[config.mk]
export PLATFORM = sky130hd
export DESIGN_NAME = shim_ctrl
export DESIGN_NICKNAME = d
export VERILOG_FILES = /design/src/common/shim_epl_pkg.sv /design/src/common/shim_pb_pkg.sv /design/src/epl_shim/shim_ctrl.sv
export VERILOG_INCLUDE_DIRS = /design/src /design/src/common
export SDC_FILE = /design/constraint.sdc
export NUM_CORES = 1
export LEC_CHECK = 0
export BUFFER_PORTS_ARGS = -buffer_cell sky130_fd_sc_hd__buf_2
export CORE_ASPECT_RATIO = 0.7
export CORE_MARGIN = 5
export CORE_UTILIZATION = 40
export DETAILED_ROUTE_END_ITERATION = 10
export PLACE_DENSITY = 0.66
export SKIP_LAST_GASP = 1
export SLEW_MARGIN = 15
export SYNTH_ARGS = -nofsm -noshare
export SYNTH_HDL_FRONTEND = slang
export SYNTH_SLANG_ARGS = --single-unit
[constraint.sdc]
create_clock -name cclk -period 4.6 [get_ports cclk]
set_clock_uncertainty 0.05 [all_clocks]
set_input_delay 0.92 -clock cclk [delete_from_list [all_inputs] [get_ports cclk]]
set_output_delay 0.92 -clock cclk [all_outputs]
set_load 0.1 [all_outputs]
[src/common/shim_defines.svh]
// lane count, lane width, port count and timestamp width macros for the ingress shim
`ifndef SHIM_DEFINES_SVH
`define SHIM_DEFINES_SVH

// ------------------------------------------------------------
// word geometry
// ------------------------------------------------------------

// lanes per input word and per output segment
`define SHIM_LANES 8

// bits per data lane
`define SHIM_LANE_W 64

// ------------------------------------------------------------
// shim size
// ------------------------------------------------------------

// ethernet port lanes served by one shim
`define SHIM_PORTS 4

// width of the start-of-frame timestamp
`define SHIM_TS_W 16

`endif

[src/common/shim_epl_pkg.sv]
// input-side types: lane word, port metadata and per-port input bundle
`include "shim_defines.svh"

package shim_epl_pkg;

  // ------------------------------------------------------------
  // data lane
  // ------------------------------------------------------------

  typedef logic [`SHIM_LANE_W-1:0] epl_lane_t;

  // ------------------------------------------------------------
  // per-word metadata from the port
  // ------------------------------------------------------------

  // start and end lanes only mean something with their flags set
  typedef struct packed {
    logic                             sop;
    logic [$clog2(`SHIM_LANES)-1:0]   sop_lane;
    logic                             eop;
    logic [$clog2(`SHIM_LANES)-1:0]   eop_lane;
    logic [`SHIM_TS_W-1:0]            ts;
  } epl_md_t;

  // ------------------------------------------------------------
  // one port's input word
  // ------------------------------------------------------------

  // valid is a single-cycle strobe, there is no ready
  typedef struct packed {
    logic                             v;
    epl_md_t                          md;
    epl_lane_t [`SHIM_LANES-1:0]      lanes;
  } epl_in_t;

endpackage

[src/common/shim_pb_pkg.sv]
// buffer-side types: segment metadata, output segment and control-to-datapath select
`include "shim_defines.svh"

package shim_pb_pkg;

  // ------------------------------------------------------------
  // segment metadata
  // ------------------------------------------------------------

  // cnt runs 1 to 8, so it needs one bit more than a lane index
  typedef struct packed {
    logic                             sop;
    logic                             eop;
    logic [$clog2(`SHIM_LANES):0]     cnt;
    logic [`SHIM_TS_W-1:0]            ts;
  } seg_md_t;

  // ------------------------------------------------------------
  // aligned 64B segment towards the packet buffer
  // ------------------------------------------------------------

  // lane 0 always holds the first frame lane of the segment
  typedef struct packed {
    logic                                     v;
    seg_md_t                                  md;
    logic [`SHIM_LANES-1:0][`SHIM_LANE_W-1:0] lanes;
  } pb_seg_t;

  // ------------------------------------------------------------
  // control to datapath decision, one per cycle
  // ------------------------------------------------------------

  typedef struct packed {
    // rotated lane i takes input lane (i + rot) mod 8
    logic [$clog2(`SHIM_LANES)-1:0]   rot;
    // update the residual register
    logic                             ld_res;
    // per-lane: take the lane from the residual register
    logic [`SHIM_LANES-1:0]           merge;
    // register a segment towards the buffer
    logic                             emit;
    // drop whatever the residual register holds
    logic                             clr;
    seg_md_t                          md;
  } seg_sel_t;

endpackage

[src/epl_shim/shim_ctrl.sv]
// per-port frame tracking and rotate, merge, emit and flush decisions
`timescale 1ns/1ns
`include "shim_defines.svh"

module shim_ctrl (
  input  logic                  cclk,
  input  logic                  rst,
  input  logic                  i_v,
  input  shim_epl_pkg::epl_md_t i_md,
  output shim_pb_pkg::seg_sel_t o_sel
);

  localparam int LANES = `SHIM_LANES;
  localparam int IW    = $clog2(LANES);
  localparam int CW    = IW + 1;

  // frame state
  logic                   in_frame;
  logic                   first_pend;
  logic                   flush_pend;
  logic [IW-1:0]          offset;
  logic [IW-1:0]          res_cnt;
  logic [`SHIM_TS_W-1:0]  ts_q;

  // per-word decode
  logic                   sop_w;
  logic                   active;
  logic                   eop_w;
  logic [IW-1:0]          first_lane;
  logic [IW-1:0]          last_lane;
  logic [IW-1:0]          rot;
  logic [CW-1:0]          n_lanes;
  logic [CW-1:0]          rc_eff;
  logic [CW-1:0]          total;
  logic                   fits;
  logic                   full;
  logic [CW-1:0]          keep_cnt;
  logic [LANES-1:0]       keep;

  shim_pb_pkg::seg_sel_t  sel_d;

  // ------------------------------------------------------------
  // word decode
  // ------------------------------------------------------------

  // a start word opens a frame, anything else needs one open
  assign sop_w  = i_v & i_md.sop;
  assign active = sop_w | (i_v & in_frame);
  assign eop_w  = active & i_md.eop;

  // frame lanes of this word run from first_lane to last_lane
  assign first_lane = sop_w ? i_md.sop_lane : '0;
  assign last_lane  = i_md.eop ? i_md.eop_lane : IW'(LANES - 1);
  assign n_lanes    = CW'(last_lane) - CW'(first_lane) + CW'(1);

  // residual is empty on a start word
  assign rc_eff = sop_w ? '0 : CW'(res_cnt);
  assign total  = rc_eff + n_lanes;
  assign fits   = (total <= CW'(LANES));
  assign full   = (total >= CW'(LANES));

  // rotation is fixed for the whole frame once the start lane is known
  assign rot = sop_w ? i_md.sop_lane : offset;

  // lanes below keep_cnt come out of the residual register
  assign keep_cnt = flush_pend ? CW'(res_cnt) : rc_eff;

  always_comb begin
    for (int i = 0; i < LANES; i++) begin
      keep[i] = (CW'(i) < keep_cnt);
    end
  end

  // ------------------------------------------------------------
  // next decision
  // ------------------------------------------------------------

  always_comb begin
    sel_d = '0;
    if (flush_pend) begin
      // idle cycle after an overflowing end word
      sel_d.merge   = keep;
      sel_d.emit    = 1'b1;
      sel_d.clr     = 1'b1;
      sel_d.md.eop  = 1'b1;
      sel_d.md.cnt  = CW'(res_cnt);
    end else if (active) begin
      sel_d.rot     = rot;
      sel_d.merge   = keep;
      sel_d.emit    = eop_w | full;
      // an end that fits leaves nothing behind
      sel_d.ld_res  = ~(eop_w & fits);
      sel_d.clr     = eop_w & fits;
      sel_d.md.eop  = eop_w & fits;
      sel_d.md.cnt  = (eop_w & fits) ? total : CW'(LANES);
      sel_d.md.sop  = sel_d.emit & (sop_w | first_pend);
      if (sel_d.md.sop) begin
        sel_d.md.ts = sop_w ? i_md.ts : ts_q;
      end
    end
  end

  // ------------------------------------------------------------
  // state update
  // ------------------------------------------------------------

  always_ff @(posedge cclk) begin
    if (rst) begin
      in_frame   <= 1'b0;
      first_pend <= 1'b0;
      flush_pend <= 1'b0;
      offset     <= '0;
      res_cnt    <= '0;
      o_sel      <= '0;
    end else begin
      o_sel      <= sel_d;
      flush_pend <= ~flush_pend & eop_w & ~fits;
      if (flush_pend) begin
        res_cnt <= '0;
      end else if (active) begin
        if (sop_w) begin
          offset <= i_md.sop_lane;
        end
        in_frame   <= ~i_md.eop;
        first_pend <= (sop_w | first_pend) & ~sel_d.emit;
        if (eop_w & fits) begin
          res_cnt <= '0;
        end else if (full) begin
          res_cnt <= IW'(total - CW'(LANES));
        end else begin
          res_cnt <= IW'(total);
        end
      end
    end
  end

  // start timestamp waits here until the first segment leaves
  always_ff @(posedge cclk) begin
    if (sop_w) begin
      ts_q <= i_md.ts;
    end
  end

endmodule

==> metrics <==
crit path cell chain buf_2 > nand2_4 > and2_1 > fa_1 > ha_1 > a21o_1 > a32o_2 > o31ai_4 > nor2b_1; Num CTS Buffers 9; post-synth top area share 53.4%; Unique masters post-synth 41; FMAX 285 MHz; Syn. warnings 0; final hold violation count 0; Iter 0 DRT Violations 67; Root Buffer clkbuf_8; critical path endpoint category register; commonest non-fill, non-tap cell in the layout buf_2; RSZ-0062 raised after global routing no; commonest cells after routing, fill and taps aside buf_2, dfxtp_1, nand2_1; Routability Congestion 0.773; hpwl dp 3300 um; register area share after synthesis 53.4%; share of layout cells above drive strength 1 36.0%; core utilization of the finished layout 51.3%; initial antenna violation count 0; largest cells by area after synthesis dfxtp_1, mux2_2, nor2b_1, a21oi_1, nand2_1; reg2reg setup slack 1.68 ns; # DRC 0; setup bufs post-CTS 0; die area 7140 um2; H-tree depth 3; static leakage 1.26 nW; Initial Util 41.6%; Slowest Stage Delay on Critical Path 0.66 ns; Synthesized Nets 242; Post-synth ARST share 0%; cell taking the most area after synthesis dfxtp_1; sequential cell area 1180 um2; synthesized area 2210 um2; io pins 63; row count 22; Final Non-Filler Cells 347; vias per cell 4.71; status complete, no violations; DIE HEIGHT 72.2 um; post-place setup slack 0.712 ns; simple-gate area share of the yosys netlist 15.7%; Hold Crit Class reg2reg; final setup margin 1.10 ns; slew margin rel. 52.8%; First-pass DRT Iterations 4; Worst path slowest cell o31ai_4; final critical-path required period 3.50 ns; Post-synth EDFFs 0; cts hold-fix bufs 0; maximum root-to-sink buffer count 2; CTS tree done; Worst-Skew Late Latency 0.32 ns; Fillers 507; Post-CTS Resized 0; final setup fails 0; worst vdd ir 0.000231 V; largest net degree at the start of global routing 28; total power 1.24 mW; Worst Path Arrival 3.63 ns; Area Growth Syn to Fin 23.3%; number of global-route vias before repair 1,532; TritonCTS Sinks 59; area post-placement 2530 um2; Final Slew Violations 0; # diodes 0; Critical Path Fanout Max 27; GRT Util Overall 13.0%; final period utilization 76.2%; area of the multi-input gates 921 um2; Avg Cell Area, Syn 10.6 um2; first-pass GRT wire length 7180 um; Adder-Cell Fraction of Synth Area 4.41%; Design Area, Final 2730 um2; crit start category input port; post-synthesis compound-gate area fraction 12.8%; Layout Nets 303; total number of vias 1,635; Required @ worst endpoint 4.73 ns; die width 98.9 um; Top FF cell, synth dfxtp_1; Max Cap Viol 0; port bufs 61; mux contribution to synthesized area 8.15%; Routed Antenna Nets 0; WL/cell 13.0 um; clock slew seen by the registers of the worst setup and hold paths 0.07 ns; worst slew pin tran 0.707 ns; GRT Residual Overflow 0; WHS 0.415 ns; Setup TNS 0 ns; Syn Inst Count 209; CORE AREA 5310 um2; xor-xnor portion of the synthesized cell area 0.396%; placed insts 331; pwr/cell area 455 nW/um2; post-synthesis register bit count 59; final WL 4520 um; worst setup path category in2reg; main combinational cell family by area after synthesis simple AND/OR/NAND/NOR gates
power by group:
group | internal (mW) | switching [mW] | total (mW)
Combinational | 0.0680 | 0.156 | 0.224
Sequential | 0.548 | 0.0154 | 0.563
Clock | 0.262 | 0.191 | 0.453
path summary, 6_finish.rpt:
kind                           startpoint                   end  cells after the start
setup / recovery                 i_md[23]   o_sel[7]$_SDFF_PP0_                      9
hold / removal     offset[1]$_SDFFE_PP0P_  o_sel[34]$_SDFF_PP0_                      2
setup reg to reg  res_cnt[2]$_SDFFE_PP0P_   o_sel[7]$_SDFF_PP0_                      7
hold reg to reg    offset[1]$_SDFFE_PP0P_  o_sel[34]$_SDFF_PP0_                      2
kinds of logic after synthesis:
| kind of cell | after synthesis |
|---|---|
| buf+inv | 20 |
| simple gates | 69 |
| fa+ha+maj | 6 |
| compound gates | 37 |
| mux | 16 |
| xor+xnor | 1 |
| flops | 59 |
| other cells | 1 |
worst max-delay path: cells and delay by family:
family / cells / cell delay, ns
buffers and inverters: 1 / 0.18
AO/OA/AOI/OAI: 3 / 1.15
AND/OR/NAND/NOR: 3 / 0.58
adder cells (fa/ha/maj): 2 / 0.78
synthesized netlist by cell type, types with 2 or more instances:
master and number:
nor2_1 17, and2_1 2, o21a_1 2, nand2_1 19, o21ai_0 3, nor2b_1 17, clkbuf_1 3, buf_4 2
mux2_2 16, dfxtp_1 59, ha_1 3, buf_2 2, and3_1 3, buf_6 3, a21oi_1 15, o31ai_1 6
inv_1 9, fa_1 3, nand3_1 3
final cells by class:
cell class,count,area share (%)
Inverter,9,1.24
Tap cell,72,3.31
Sequential cell,59,43.3
Timing Repair Buffer,61,11.2
Multi-Input combinational cell,130,33.8
Clock inverter,5,1.93
Clock buffer,11,5.19
state kept, by name, indices dropped and copies added, names as in the netlist:
name        cells
offset          3
in_frame        1
ts_q           16
res_cnt         3
o_sel          34
flush_pend      1
first_pend      1
routing by layer:
layer  vias to the layer above  routed length (um)  GRT usage, %
li1                        822                   -             -
met1                       758                2260          17.9
met2                        52                1840          17.3
met3                         3                 393          6.63
met4                         0                  30          4.70
met5                         -                   0             0
Note: power is estimated with default switching activity, not from simulation.
