--- config.mk ---
export PLATFORM = sky130hd
export DESIGN_NAME = shim_segs
export DESIGN_NICKNAME = d
export VERILOG_FILES = /design/src/common/shim_epl_pkg.sv /design/src/common/shim_pb_pkg.sv /design/src/epl_shim/shim_segs.sv
export VERILOG_INCLUDE_DIRS = /design/src /design/src/common
export SDC_FILE = /design/constraint.sdc
export NUM_CORES = 2
export LEC_CHECK = 0
export BUFFER_PORTS_ARGS = -buffer_cell sky130_fd_sc_hd__buf_4
export CAP_MARGIN = 20
export CORE_ASPECT_RATIO = 0.9
export CORE_MARGIN = 1.5
export CORE_UTILIZATION = 35
export CTS_CLUSTER_SIZE = 25
export DETAILED_ROUTE_END_ITERATION = 6
export PLACE_DENSITY = 0.5
export SYNTH_ARGS = -nofsm -noshare
export SYNTH_HDL_FRONTEND = slang
export SYNTH_SLANG_ARGS = --single-unit
--- constraint.sdc ---
create_clock -name cclk -period 8 [get_ports cclk]
set_input_delay 0.8 -clock cclk [delete_from_list [all_inputs] [get_ports cclk]]
set_output_delay 0.8 -clock cclk [all_outputs]
set_load 0.03 [all_outputs]
--- src/common/shim_defines.svh ---
// lane count, lane width, port count and timestamp width macros for the ingress shim
`ifndef SHIM_DEFINES_SVH
`define SHIM_DEFINES_SVH

// ------------------------------------------------------------
// word geometry
// ------------------------------------------------------------

// lanes per input word and per output segment
`define SHIM_LANES 8

// bits per data lane
`define SHIM_LANE_W 64

// ------------------------------------------------------------
// shim size
// ------------------------------------------------------------

// ethernet port lanes served by one shim
`define SHIM_PORTS 4

// width of the start-of-frame timestamp
`define SHIM_TS_W 16

`endif

--- src/common/shim_epl_pkg.sv ---
// input-side types: lane word, port metadata and per-port input bundle
`include "shim_defines.svh"

package shim_epl_pkg;

  // ------------------------------------------------------------
  // data lane
  // ------------------------------------------------------------

  typedef logic [`SHIM_LANE_W-1:0] epl_lane_t;

  // ------------------------------------------------------------
  // per-word metadata from the port
  // ------------------------------------------------------------

  // start and end lanes only mean something with their flags set
  typedef struct packed {
    logic                             sop;
    logic [$clog2(`SHIM_LANES)-1:0]   sop_lane;
    logic                             eop;
    logic [$clog2(`SHIM_LANES)-1:0]   eop_lane;
    logic [`SHIM_TS_W-1:0]            ts;
  } epl_md_t;

  // ------------------------------------------------------------
  // one port's input word
  // ------------------------------------------------------------

  // valid is a single-cycle strobe, there is no ready
  typedef struct packed {
    logic                             v;
    epl_md_t                          md;
    epl_lane_t [`SHIM_LANES-1:0]      lanes;
  } epl_in_t;

endpackage

--- src/common/shim_pb_pkg.sv ---
// buffer-side types: segment metadata, output segment and control-to-datapath select
`include "shim_defines.svh"

package shim_pb_pkg;

  // ------------------------------------------------------------
  // segment metadata
  // ------------------------------------------------------------

  // cnt runs 1 to 8, so it needs one bit more than a lane index
  typedef struct packed {
    logic                             sop;
    logic                             eop;
    logic [$clog2(`SHIM_LANES):0]     cnt;
    logic [`SHIM_TS_W-1:0]            ts;
  } seg_md_t;

  // ------------------------------------------------------------
  // aligned 64B segment towards the packet buffer
  // ------------------------------------------------------------

  // lane 0 always holds the first frame lane of the segment
  typedef struct packed {
    logic                                     v;
    seg_md_t                                  md;
    logic [`SHIM_LANES-1:0][`SHIM_LANE_W-1:0] lanes;
  } pb_seg_t;

  // ------------------------------------------------------------
  // control to datapath decision, one per cycle
  // ------------------------------------------------------------

  typedef struct packed {
    // rotated lane i takes input lane (i + rot) mod 8
    logic [$clog2(`SHIM_LANES)-1:0]   rot;
    // update the residual register
    logic                             ld_res;
    // per-lane: take the lane from the residual register
    logic [`SHIM_LANES-1:0]           merge;
    // register a segment towards the buffer
    logic                             emit;
    // drop whatever the residual register holds
    logic                             clr;
    seg_md_t                          md;
  } seg_sel_t;

endpackage

--- src/epl_shim/shim_segs.sv ---
// per-port segment datapath: lane rotation, residual register and output segment register
`timescale 1ns/1ns
`include "shim_defines.svh"

module shim_segs (
  input  logic                                      cclk,
  input  logic                                      rst,
  input  shim_epl_pkg::epl_lane_t [`SHIM_LANES-1:0] i_lanes,
  input  shim_pb_pkg::seg_sel_t                     i_sel,
  output shim_pb_pkg::pb_seg_t                      o_seg
);

  localparam int LANES = `SHIM_LANES;
  localparam int IW    = $clog2(LANES);
  localparam int CW    = IW + 1;

  // rotated input word
  shim_epl_pkg::epl_lane_t [LANES-1:0] rot_lanes;
  // residual lanes in front, rotated word behind them
  shim_epl_pkg::epl_lane_t [LANES-1:0] merged;
  // merged with lanes past the count forced to zero
  shim_epl_pkg::epl_lane_t [LANES-1:0] trimmed;
  // frame lanes left over from earlier words, packed from lane 0
  shim_epl_pkg::epl_lane_t [LANES-1:0] res_q;

  // output segment register
  logic                                seg_v;
  shim_pb_pkg::seg_md_t                seg_md;
  shim_epl_pkg::epl_lane_t [LANES-1:0] seg_lanes;

  // ------------------------------------------------------------
  // rotate
  // ------------------------------------------------------------

  // the control picks rot so that the first unused frame lane of
  // the word lands right after the residual lanes
  always_comb begin
    for (int i = 0; i < LANES; i++) begin
      rot_lanes[i] = i_lanes[IW'(i + int'(i_sel.rot))];
    end
  end

  // ------------------------------------------------------------
  // merge with residual
  // ------------------------------------------------------------

  always_comb begin
    for (int i = 0; i < LANES; i++) begin
      merged[i] = i_sel.merge[i] ? res_q[i] : rot_lanes[i];
    end
  end

  // short end segments carry zeros in the unused lanes
  always_comb begin
    for (int i = 0; i < LANES; i++) begin
      trimmed[i] = (CW'(i) < i_sel.md.cnt) ? merged[i] : '0;
    end
  end

  // ------------------------------------------------------------
  // residual register
  // ------------------------------------------------------------

  // after an emit the rotated word already starts with the leftover
  // lanes at lane 0, otherwise the word is appended to the residual
  always_ff @(posedge cclk) begin
    if (i_sel.clr) begin
      res_q <= '0;
    end else if (i_sel.ld_res) begin
      if (i_sel.emit) begin
        res_q <= rot_lanes;
      end else begin
        res_q <= merged;
      end
    end
  end

  // ------------------------------------------------------------
  // output register
  // ------------------------------------------------------------

  always_ff @(posedge cclk) begin
    if (rst) begin
      seg_v <= 1'b0;
    end else begin
      seg_v <= i_sel.emit;
    end
  end

  // metadata comes straight from the control decision
  always_ff @(posedge cclk) begin
    if (i_sel.emit) begin
      seg_md    <= i_sel.md;
      seg_lanes <= trimmed;
    end
  end

  assign o_seg = shim_pb_pkg::pb_seg_t'{v: seg_v, md: seg_md, lanes: seg_lanes};

endmodule

==> results.json <==
{
  "synthSimpleGateAreaFrac": 0.0878,
  "yosysWarnings": 0,
  "power.density_nw_per_um2": 227,
  "dp_cells": 9037,
  "seq_area_sq_um": 26300,
  "synth_compound_area_frac": 0.163,
  "grt_usage": 0.310,
  "start_util": 0.354,
  "postCtsHoldBufs": 0,
  "ys_ff_latch": 1047,
  "ant_nets": 0,
  "tightest_slew_ns": 1.16,
  "fillCellCount": 16600,
  "dpl-instance-area_sq_um": 71500,
  "core_area_sq_um": 174000,
  "cpLargestDelayFamily": "buffers and inverters",
  "rows": 145,
  "viasPerCell": 5.90,
  "stdcell_count": 9317,
  "outcome": "completed",
  "netlist_area_sq_um": 61700,
  "avgSynthCellArea_sq_um": 10.2,
  "yosys.area_share.adder": 0.000406,
  "yosysSeqAreaShare": 0.427,
  "grt_max_degree": 158,
  "irDropWorstVdd_uv": 186,
  "num_io_pins": 1085,
  "hold_viol_final": 0,
  "switchingPower_mw": 5.47,
  "cts-root-buf": "clkbuf_16",
  "io_buffers": 1084,
  "die-width_um": 445,
  "drt_iter0_drc": 5296,
  "worstSetupPathType": "in -> reg",
  "cp_slowest_cell": "buf_4",
  "worstPathMaxFanout": 49,
  "grt_overflow": 0,
  "yosys.area.top_type_share": 0.260,
  "rsz0062_at_grt": "false",
  "nNetsFinal": 7370,
  "clk_latency_ns": 0.77,
  "layout_setup_ws_ns": 4.44,
  "hold_path.class": "in -> reg",
  "max_stage_delay_ns": 0.82,
  "met2_length_um": 131000,
  "die_h_um": 401,
  "dr.pass1.iters": 6,
  "cts_sinks": 1047,
  "multi_input_area_sq_um": 32200,
  "syn_nets": 6620,
  "crit_chain": "buf_8 -> buf_4 -> buf_4 -> mux4_2 -> mux2_2 -> mux2i_1 -> nor2_1",
  "cap_violations": 0,
  "cts-buffers-inserted": 131,
  "cp_num_buf_inv": 3,
  "wl_met3_um": 21500,
  "fin_hold_ws_ns": 0.181,
  "grt_first_pass_wirelength_um": 400000,
  "drcViolationCount": 0,
  "period_minus_slack_ns": 3.56,
  "clk_pin_slew_ns": 0.05,
  "cts_buffer_depth": 3,
  "postSynthCellCount": 6068,
  "met1_length_um": 116000,
  "slew-limit-headroom": 0.222,
  "syn2layout_area_growth_pct": 23.3,
  "fp.dieArea_sq_um": 179000,
  "highest_layer": "met5",
  "pre_cts_ws_ns": 3.58,
  "h-tree-depth": 4,
  "antenna_found_initial": 54,
  "cp-start-kind": "primary input",
  "critPathCaptureType": "flip-flop",
  "grt_pass1_vias": 52100,
  "synthXorXnorAreaFrac": 0.00142,
  "cts_setup_buffers": 0,
  "max_freq_ghz": 0.281,
  "wl_um": 288000,
  "synth_top_cell_by_area": "edfxtp_1",
  "clock_power_share": 0.366,
  "cts_resized": 0,
  "total_power_mw": 17.2,
  "p_leak_nw": 29.4,
  "final_max_slew_viol_count": 0,
  "ys_top_cells_by_area": "edfxtp_1, dfxtp_1, mux2_2",
  "synth.area.mux_share": 0.265,
  "skew_ns": 0.0321,
  "vias": 55000,
  "utilization": 0.436,
  "switching_share": 0.317,
  "synth_top_family_by_area": "multiplexers",
  "period_share": 0.445,
  "drive_gt1_frac": 0.351,
  "cts_tree": "built",
  "seq_power_share": 0.377,
  "hpwl_um": 192000,
  "fin_area_sq_um": 76000,
  "cp.required_ns": 8.46,
  "gp_congestion": 0.868,
  "ys_types": 28,
  "arrival_ns": 4.02,
  "routedWlPerCell_um": 30.9,
  "setup_viol": 0,
  "finalSetupTns_ns": 0,
  "cell_internal_pwr_mw": 11.8,
  "comb_power_share": 0.256,
  "crit_top_cell": "buf_4"
}
[worst reg2reg max path, delay by kind of cell, from the launching register on]
family	cells	cell delay (ns)
and+or+nand+nor	1	0.54
DFF	1	0.33
AOI/OAI and AO/OA	1	0.10
[per-layer routing]
| layer | global-route usage | vias up |
|---|---|---|
| met4 | 0.187 | 12 |
| met2 | 0.487 | 2819 |
| li1 | - | 23900 |
| met5 | 0 | - |
| met3 | 0.0554 | 615 |
| met1 | 0.397 | 27700 |
[registers in the layout, indices dropped and copies added (netlist names)]
name,count
res_q,512
seg_v,1
o_seg,534
[power groups by stage]
| stage | Clock (mW) | Sequential, mW | Combinational [mW] |
|---|---|---|---|
| floorplan | 0 | 6.97 | 2.24 |
| finish | 6.32 | 6.51 | 4.42 |
| CTS | 6.40 | 6.50 | 4.40 |
| global route | 6.62 | 6.53 | 4.70 |
| global placement | 0 | 6.61 | 4.32 |
| detailed placement | 0 | 6.61 | 4.38 |
[synthesized netlist by cell type]
library cell / instances
a211oi_2: 1
a21boi_0: 4
a21oi_1: 513
a31oi_1: 1
buf_1: 22
buf_2: 138
buf_4: 4
buf_6: 23
clkbuf_1: 376
dfxtp_1: 513
edfxtp_1: 534
ha_1: 2
inv_1: 267
mux2_2: 768
mux2i_1: 192
mux4_2: 256
nand2_1: 1
nand2b_1: 2
nor2_1: 1091
nor3_1: 257
nor4_2: 1
o21a_1: 513
o21ai_0: 68
o21ai_1: 4
o22ai_1: 512
or2_2: 1
xnor2_2: 2
xor2_4: 2
[cells by family (layout without fill, tap and decap cells)]
logic type      Yosys count  after routing
buf+inv                 830           1684
compound gates         1616           1616
other cells               0             43
fa+ha+maj                 2              2
mux                    1216           1216
xor+xnor                  4              4
flops                  1047           1047
simple gates           1353           1353
[layout make-up]
type                       count  area share
multi-input combinational   4191       0.423
sequential                  1047       0.346
timing repair buffer        1180       0.119
clock buffer                 184      0.0488
tap                         2352      0.0387
inverter                     267      0.0133
clock inverter                53     0.00963
antenna                       43     0.00142
[path summary, 6_finish.rpt]
check                  start    endpoint  slack, ns  depth (start not counted)
setup / recovery   i_sel[33]   o_seg[87]       4.44                          7
hold / removal           rst       seg_v       0.18                          2
hold reg to reg   res_q[497]  res_q[497]       0.49                          2
setup reg to reg  res_q[461]  o_seg[461]       6.75                          2
[layout by cell type, fill, tap and decap left out, types with 2 or more instances in the layout]
| cell | instances |
|---|---|
| o21ai_4 | 8 |
| inv_4 | 3 |
| inv_6 | 4 |
| clkinvlp_4 | 3 |
| mux4_2 | 256 |
| o21a_1 | 513 |
| o22ai_1 | 512 |
| nand2b_4 | 2 |
| xor2_4 | 2 |
| buf_4 | 1160 |
| diode_2 | 43 |
| clkinv_2 | 17 |
| clkbuf_1 | 35 |
| xnor2_4 | 2 |
| edfxtp_1 | 534 |
| mux2_2 | 768 |
| bufinv_16 | 18 |
| buf_8 | 4 |
| a21oi_1 | 512 |
| clkbuf_8 | 13 |
| buf_12 | 11 |
| a21boi_4 | 4 |
| o21ai_0 | 64 |
| nor2_1 | 1089 |
| buf_6 | 4 |
| clkbuf_16 | 136 |
| clkinv_1 | 11 |
| nor3_1 | 256 |
| mux2i_1 | 192 |
| nor2_4 | 2 |
| inv_1 | 263 |
| dfxtp_1 | 513 |
Note: power is estimated with default switching activity, not from simulation.
